--- config.mk ---
export PLATFORM = sky130hd
export DESIGN_NAME = pulse_core
export DESIGN_NICKNAME = d
export VERILOG_FILES = /design/src/hw/qsim_pkg.sv /design/src/hw/pulse_core.sv
export SDC_FILE = /design/constraint.sdc
export NUM_CORES = 1
export LEC_CHECK = 0
export BUFFER_PORTS_ARGS = -buffer_cell sky130_fd_sc_hd__buf_4
export CORE_MARGIN = 3
export CORE_UTILIZATION = 38
export CTS_CLUSTER_DIAMETER = 120
export CTS_CLUSTER_SIZE = 10
export DETAILED_ROUTE_END_ITERATION = 10
export GPL_TIMING_DRIVEN = 0
export SLEW_MARGIN = 15
export SYNTH_ARGS = -nofsm -noshare
export SYNTH_HDL_FRONTEND = slang
export SYNTH_SLANG_ARGS = --single-unit
--- constraint.sdc ---
create_clock -name clk -period 7.7 [get_ports clk]
set_clock_uncertainty 0.2 [all_clocks]
set_input_delay 1.155 -clock clk [delete_from_list [all_inputs] [get_ports clk]]
set_output_delay 1.155 -clock clk [all_outputs]
set_load 0.005 [all_outputs]
--- src/hw/qsim_pkg.sv ---
package qsim_pkg;

    localparam int SAMPLE_W = 16;
    localparam int ACC_W    = 32;
    localparam int WORD_W   = 32;
    localparam int CMD_W    = 64;
    localparam int ENV_AW   = 10;
    localparam int CMD_AW   = 6;
    localparam int ACC_AW   = 6;

    typedef logic signed [SAMPLE_W-1:0] sample_t;
    typedef logic signed [ACC_W-1:0]    acc_t;
    typedef logic [WORD_W-1:0]          word_t;
    typedef logic [CMD_W-1:0]           cmd_t;
    typedef logic [ENV_AW-1:0]          env_addr_t;
    typedef logic [CMD_AW-1:0]          cmd_addr_t;
    typedef logic [ACC_AW-1:0]          acc_addr_t;

    // the low host word sits in bits 31..0 of a command.
    localparam int CMD_ENV_LSB  = 0;
    localparam int CMD_LEN_LSB  = 16;
    localparam int CMD_LEN_W    = 8;
    localparam int CMD_GAIN_LSB = 32;
    localparam int CMD_LAST_BIT = 63;

    localparam logic [2:0] SEL_CMD = 3'd0;
    localparam logic [2:0] SEL_ENV = 3'd1;

    typedef enum logic [2:0] {
        IDLE,
        FETCH,
        PLAY,
        DRAIN,
        STORE
    } core_state_e;

endpackage

--- src/hw/pulse_core.sv ---
`timescale 1ns/1ps

module pulse_core import qsim_pkg::*; #(
    parameter int NPROC = 2
) (
    input  logic      clk,
    input  logic      rst_n,
    input  logic      stb_start,
    input  word_t     nshot,
    output cmd_addr_t cmd_addr,
    input  cmd_t      cmd_data,
    output logic      env_req,
    output env_addr_t env_addr,
    input  logic      env_gnt,
    input  logic      env_rvalid,
    input  sample_t   env_rdata,
    input  sample_t   adc,
    output sample_t   dac,
    output logic      dac_valid,
    output logic      busy,
    output logic      acc_we,
    output acc_addr_t acc_waddr,
    output acc_t      acc_wdata
);

    core_state_e           state;
    cmd_addr_t             cmd_idx;
    word_t                 shot_cnt;
    acc_addr_t             pulse_cnt;
    logic                  fetch_wait;
    logic [CMD_LEN_W-1:0]  gnt_cnt;
    logic [1:0]            outstanding;
    acc_t                  acc;
    env_addr_t             cmd_env;
    logic [CMD_LEN_W-1:0]  cmd_len;
    sample_t               cmd_gain;
    logic                  cmd_last;
    logic                  last_gnt;
    logic signed [31:0]    product;

    // cmd_addr is held from FETCH to STORE, so the fields stay valid.
    assign cmd_env  = cmd_data[CMD_ENV_LSB +: ENV_AW];
    assign cmd_len  = cmd_data[CMD_LEN_LSB +: CMD_LEN_W];
    assign cmd_gain = cmd_data[CMD_GAIN_LSB +: SAMPLE_W];
    assign cmd_last = cmd_data[CMD_LAST_BIT];

    assign cmd_addr = cmd_idx;
    assign env_req  = (state == PLAY);
    assign env_addr = cmd_env + env_addr_t'(gnt_cnt); // steps on grants only.
    assign last_gnt = env_gnt && (gnt_cnt == cmd_len - 1'b1);

    assign product   = env_rdata * cmd_gain;
    assign dac       = sample_t'(product >>> 15);
    assign dac_valid = env_rvalid;
    assign busy      = (state != IDLE);

    assign acc_we    = (state == STORE);
    assign acc_waddr = pulse_cnt;
    assign acc_wdata = acc;

    always_ff @(posedge clk or negedge rst_n) begin
        if (!rst_n) begin
            state      <= IDLE;
            cmd_idx    <= '0;
            shot_cnt   <= '0;
            pulse_cnt  <= '0;
            fetch_wait <= 1'b0;
            gnt_cnt    <= '0;
        end else begin
            case (state)
                IDLE: begin
                    if (stb_start) begin
                        state      <= FETCH;
                        cmd_idx    <= '0;
                        shot_cnt   <= '0;
                        pulse_cnt  <= '0;
                        fetch_wait <= 1'b0;
                    end
                end
                FETCH: begin
                    fetch_wait <= 1'b1;
                    gnt_cnt    <= '0;
                    if (fetch_wait) begin
                        state <= PLAY;  // cmd_data valid from here.
                    end
                end
                PLAY: begin
                    if (env_gnt) begin
                        gnt_cnt <= gnt_cnt + 1'b1;
                        if (last_gnt) begin
                            state <= DRAIN;
                        end
                    end
                end
                DRAIN: begin
                    if (outstanding == {1'b0, env_rvalid}) begin
                        state <= STORE;
                    end
                end
                STORE: begin
                    pulse_cnt  <= pulse_cnt + 1'b1;
                    fetch_wait <= 1'b0;
                    state      <= FETCH;
                    if (!cmd_last) begin
                        cmd_idx <= cmd_idx + 1'b1;
                    end else if (shot_cnt + 1'b1 < nshot) begin
                        cmd_idx  <= '0; // next shot.
                        shot_cnt <= shot_cnt + 1'b1;
                    end else begin
                        state <= IDLE;
                    end
                end
                default: state <= IDLE;
            endcase
        end
    end

    always_ff @(posedge clk or negedge rst_n) begin
        if (!rst_n) begin
            outstanding <= '0;
        end else begin
            outstanding <= outstanding + {1'b0, env_gnt} - {1'b0, env_rvalid};
        end
    end

    always_ff @(posedge clk) begin
        if (state == FETCH) begin
            acc <= '0;
        end else if (env_rvalid) begin
            acc <= acc + acc_t'(adc);
        end
    end

    a_outstanding: assert property (@(posedge clk) disable iff (!rst_n)
        outstanding <= 2'd2);
    a_dac_state: assert property (@(posedge clk) disable iff (!rst_n)
        dac_valid |-> (state == PLAY || state == DRAIN));
    // round robin serves every waiting core within NPROC cycles.
    a_gnt_fair: assert property (@(posedge clk) disable iff (!rst_n)
        env_req |-> ##[0:NPROC-1] env_gnt);

endmodule

* Word-level counts from Yosys, hierarchy flattened
Cells that the tools add are included.
** Storage, ports and cells
- Memories :: 0
- RAM bits :: 0
- Flip-flop bits (word level) :: 90
- Logic and storage cells :: 66
- Bits in latches :: 0
- Bits in read-only memories :: 0
- Input bits :: 133
** Operators by class
- Eq/ne operators :: 14
- Magnitude comparators :: 1
- Div/mod/pow operators :: 0
- Shift-type cells :: 0
- Reduce and logical (&&, ||, !) cells :: 12
- Add/sub/neg operators :: 9
- Bitwise gates (word level) :: 0
- Multipliers :: 1
- Muxes and demuxes :: 21
** Operators by type and width (number)
- 32-bit two-way mux :: 3
- 32-bit one-hot mux with 2 select lines :: 1
- 32-bit by 1-bit adder with 32-bit output, second input constant :: 1
- 32-bit by 16-bit adder with 32-bit output :: 1
- 32-bit less-than comparator :: 1
- 16-bit by 16-bit multiplier with 31-bit output :: 1
- 6-bit one-hot mux with 2 select lines :: 2
- 6-bit two-way mux :: 3
- 8-bit one-hot mux with 2 select lines :: 1
- 3-bit two-way mux :: 5
- 3-bit one-hot mux with 5 select lines :: 1
- 6-bit by 1-bit adder with 6-bit output, second input constant :: 2
- 10-bit by 8-bit adder with 10-bit output :: 1
- 8-bit by 1-bit adder with 8-bit output, second input constant :: 1
- 8-bit equality test :: 1
- 8-bit two-way mux :: 1
- 2-bit inequality test, second input constant :: 4
- 8-bit by 1-bit subtractor with 8-bit output, second input constant :: 1
- 3-bit by 2-bit equality test with 1-bit output, second input constant :: 2
- 2-bit by 1-bit inequality test with 1-bit output, second input constant :: 3
- 2-bit AND reduction :: 3
- 3-bit nonzero test :: 2
- 5-bit AND reduction :: 1
- 4-bit AND reduction :: 1
- other kinds (12) :: 15

* Longest topological paths before layout
- Depth in word-level cells :: 6
- Depth in mapped cells :: 24
- Gate-level depth less buffers :: 23

* Worst setup path after synthesis
Ideal clock, no wire load.
- Kind :: input -> output
- From :: input env_rdata[10]
- To :: output dac[15]
- Required time :: 6345 ps
- Slack :: -354 ps
- Path buffers :: 1
- Arrival time :: 6699 ps
- Cell stages on the path :: 21
- Cell sequence :: clkbuf_1 > nand2_1 > fa_1 > fa_1 > fa_1 > inv_1 > fa_1 > fa_1 > inv_1 > fa_1 > inv_1 > ha_1 > a21o_1 > a21o_1 > a21oi_1 > a221oi_2 > a211o_1 > a41o_1 > o41ai_4 > o21bai_2 > xnor2_1
** On the way
- Word-level cells in the longest chain between the ends :: 1
** Ends and longest elaborated chain
- start, declared :: line pulse_core.sv:16 : input sample_t env_rdata,
- 16-bit by 16-bit multiplier with 31-bit output :: line pulse_core.sv:52 : assign product = env_rdata * cmd_gain;
- end, declared :: line pulse_core.sv:18 : output sample_t dac,
No other way between the ends.

* Worst setup path after layout
- From :: input env_rdata[7]
- To :: output dac[13]
Same word-level chain as after synthesis.

==> results.yml <==
placed_design:
  dp_hpwl_mm: 35.9
  globalplace.congestion: 0.907
  io_buffers: 177
synthesis:
  synth_area_leaders: "fa_1 (31%), ha_1 (12%), dfrtp_1 (8.9%)"
  ys_ff_latch: 90
  synth_top_cell_by_area: "fa_1"
  ys.flop_type: "dfrtp_1"
  syn_area_per_cell_um2: 8.73
  ys_seq_area_frac: 0.128
  synth_common_cells: "inv_1 (343), fa_1 (257), nand2_1 (181), ha_1 (154), and2_1 (124)"
  ys_warn_count: 0
  synth.distinct_cells: 64
  yosysMostFrequentCell: "inv_1"
  syn_nets: 2421
  synth_top_area_frac: 0.314
  async_flop_share: 0.644
  netlist_area_um2: 16400
  synth_edf_count: 0
  synthCells: 1877
clock_network:
  path_clk_slew_ns: 0.07
  cts_hold_buf: 0
  cts_root_buffer: "clkbuf_16"
  clockBufferDepth: 2
  cts_max_level: 3
  cts_tree: "done"
  cts_made_buffers: 9
  cts_num_sinks: 90
  insertion_delay_ns: 0.36
floorplan:
  placementRows: 75
  core_um2: 42200
  ios: 207
  dieArea_um2: 45600
  die_h_um: 214
  initial_core_util: 0.388
  die_w_um: 214
setup_path:
  crit_arrival_ns: 6.97
  crit_fanout: 4
  reg2reg_slack_ns: 2.77
  reg2reg_from: "shot_cnt[0]"
  crit_buf_inv: 8
  cp-endpoint: "dac[13]"
  worstSetupPathType: "input port to output port"
  crit_cells: 25
  cp_common_cell: "fa_1"
  critPathSlowestCell: "fa_1"
  cp-start-kind: "input port"
  max_stage_delay_ns: 0.56
  r2r-end: "shot_cnt[29]"
  ff2ff_path_depth: 18
  cpLargestDelayFamily: "adder cells"
  end_kind: "output port"
  cp-startpoint: "env_rdata[7]"
  cp.required_ns: 6.34
status:
  outcome: "complete, but fails checks"
  violations: "negative setup slack"
global_route:
  grt_pass1_vias: 14251
  antenna_found_initial: 3
  grt_max_degree: 59
  grt_usage: 0.201
  grt_pass1_wl_mm: 73.0
  grt_remaining_overflow: 0
routing:
  vias: 13656
  wl_mm: 44.7
  ant_nets: 0
  drt_first_iter_violations: 723
  via_per_inst: 5.14
  wire_per_inst_um: 16.8
  drt_pre_antenna_iters: 5
  drcViolationCount: 0
sta:
  max_clock_freq_ghz: 0.120
  finalSetupViolations: 14
  slew_violations: 0
  finalCriticalPeriod_ns: 8.32
  worst_slew_pin_slew_ns: 0.897
  rsz0062_at_grt: "yes"
  post-route-period-util: 1.08
  timing.final.ws_setup_ns: -0.624
  fin_tns_setup_ns: -6.81
  relSlewSlack: 0.402
  hold_viol: 0
layout:
  final_nets: 2659
  drive_gt1_frac: 0.177
  syn2layout_area_growth_pct: 22.7
  fillCellCount: 4012
  post-route-util: 0.476
  n_antenna_cell: 0
min_path:
  holdPathStages: 2
  min_path_type: "flop to flop"
run:
  cap_violations: 0
tightest hold or removal path, cell delays in order (launching register included):
cell and delay, ns:
dfxtp_1 0.33, nand3_1 0.06, a21oi_1 0.06
per-stage QoR:
step	std cells	worst slack [ns]	hold WS (ns)	instance area (µm²)
CTS	2643	-0.769	0.294	19800
global route	2659	-0.759	0.320	20100
detailed placement	2593	-1.36	0.279	18600
floorplan	1877	-0.0512	0.270	16600
finish	2659	-0.624	0.293	20100
global placement	2593	-1.29	0.281	18600
state kept, by name, summed over array words and instances, names as in the netlist:
name and cells:
acc_wdata 32, shot_cnt 32, gnt_cnt 8, acc_waddr 6, cmd_addr 6, state 3, outstanding 2, fetch_wait 1
per-layer routing:
layer	vias up	global-route usage	part of all wire
met3	67	0.0379	0.064
met2	360	0.334	0.48
met4	6	0.0524	0.022
li1	6458	-	-
met5	-	0	0.0010
met1	6765	0.272	0.44
final cells by class:
type                            instances  area (µm²)  area share
Multi-Input combinational cell       1385       13200       0.655
Sequential cell                        90        2090       0.104
Timing Repair Buffer                  227        1890      0.0941
Inverter                              343        1290      0.0642
Buffer                                 59         681      0.0339
Tap cell                              539         674      0.0335
Clock buffer                            9         225      0.0112
Clock inverter                          7        71.3     0.00355
worst min path at each step:
stage | from | endpoint | slack (ns)
final | acc_wdata[31] | acc_wdata[31] | 0.29
after global routing | acc_wdata[31] | acc_wdata[31] | 0.32
after CTS | acc_wdata[31] | acc_wdata[31] | 0.29
after detailed placement | acc_wdata[31] | acc_wdata[31] | 0.28
after global placement | acc_wdata[31] | acc_wdata[31] | 0.28
after floorplan | fetch_wait | fetch_wait | 0.27
repair_timing:
action / in CTS / in global routing
resized for setup: 132 / 74
hold endpoints to repair: 0 / 0
gates cloned: 1 / 1
endpoints found under the setup margin: 16 / 16
buffers inserted: 34 / 21
pin swaps: 44 / 57
logic make-up (layout without fill, tap and decap cells):
family | after synthesis | in the layout | synth area share
compound gates | 302 | 302 | 0.117
xor+xnor | 105 | 105 | 0.0561
fa+ha+maj | 411 | 411 | 0.432
buf+inv | 402 | 645 | 0.0925
flops | 90 | 90 | 0.128
mux | 17 | 17 | 0.0105
simple gates | 550 | 550 | 0.165
layout by cell type, fill, tap and decap left out, types with 58 or more instances in the layout:
cell type and count:
nor2_1 98, nand2_1 175, ha_1 140, dfrtp_1 58, fa_1 244, xnor2_1 65, o21ai_0 71, inv_1 329
and2_1 112, a21oi_1 79, buf_4 195
Power is left out: the tool's default activity adds up to more than one toggle a clock period on the data nets, which glitch-free logic cannot reach.
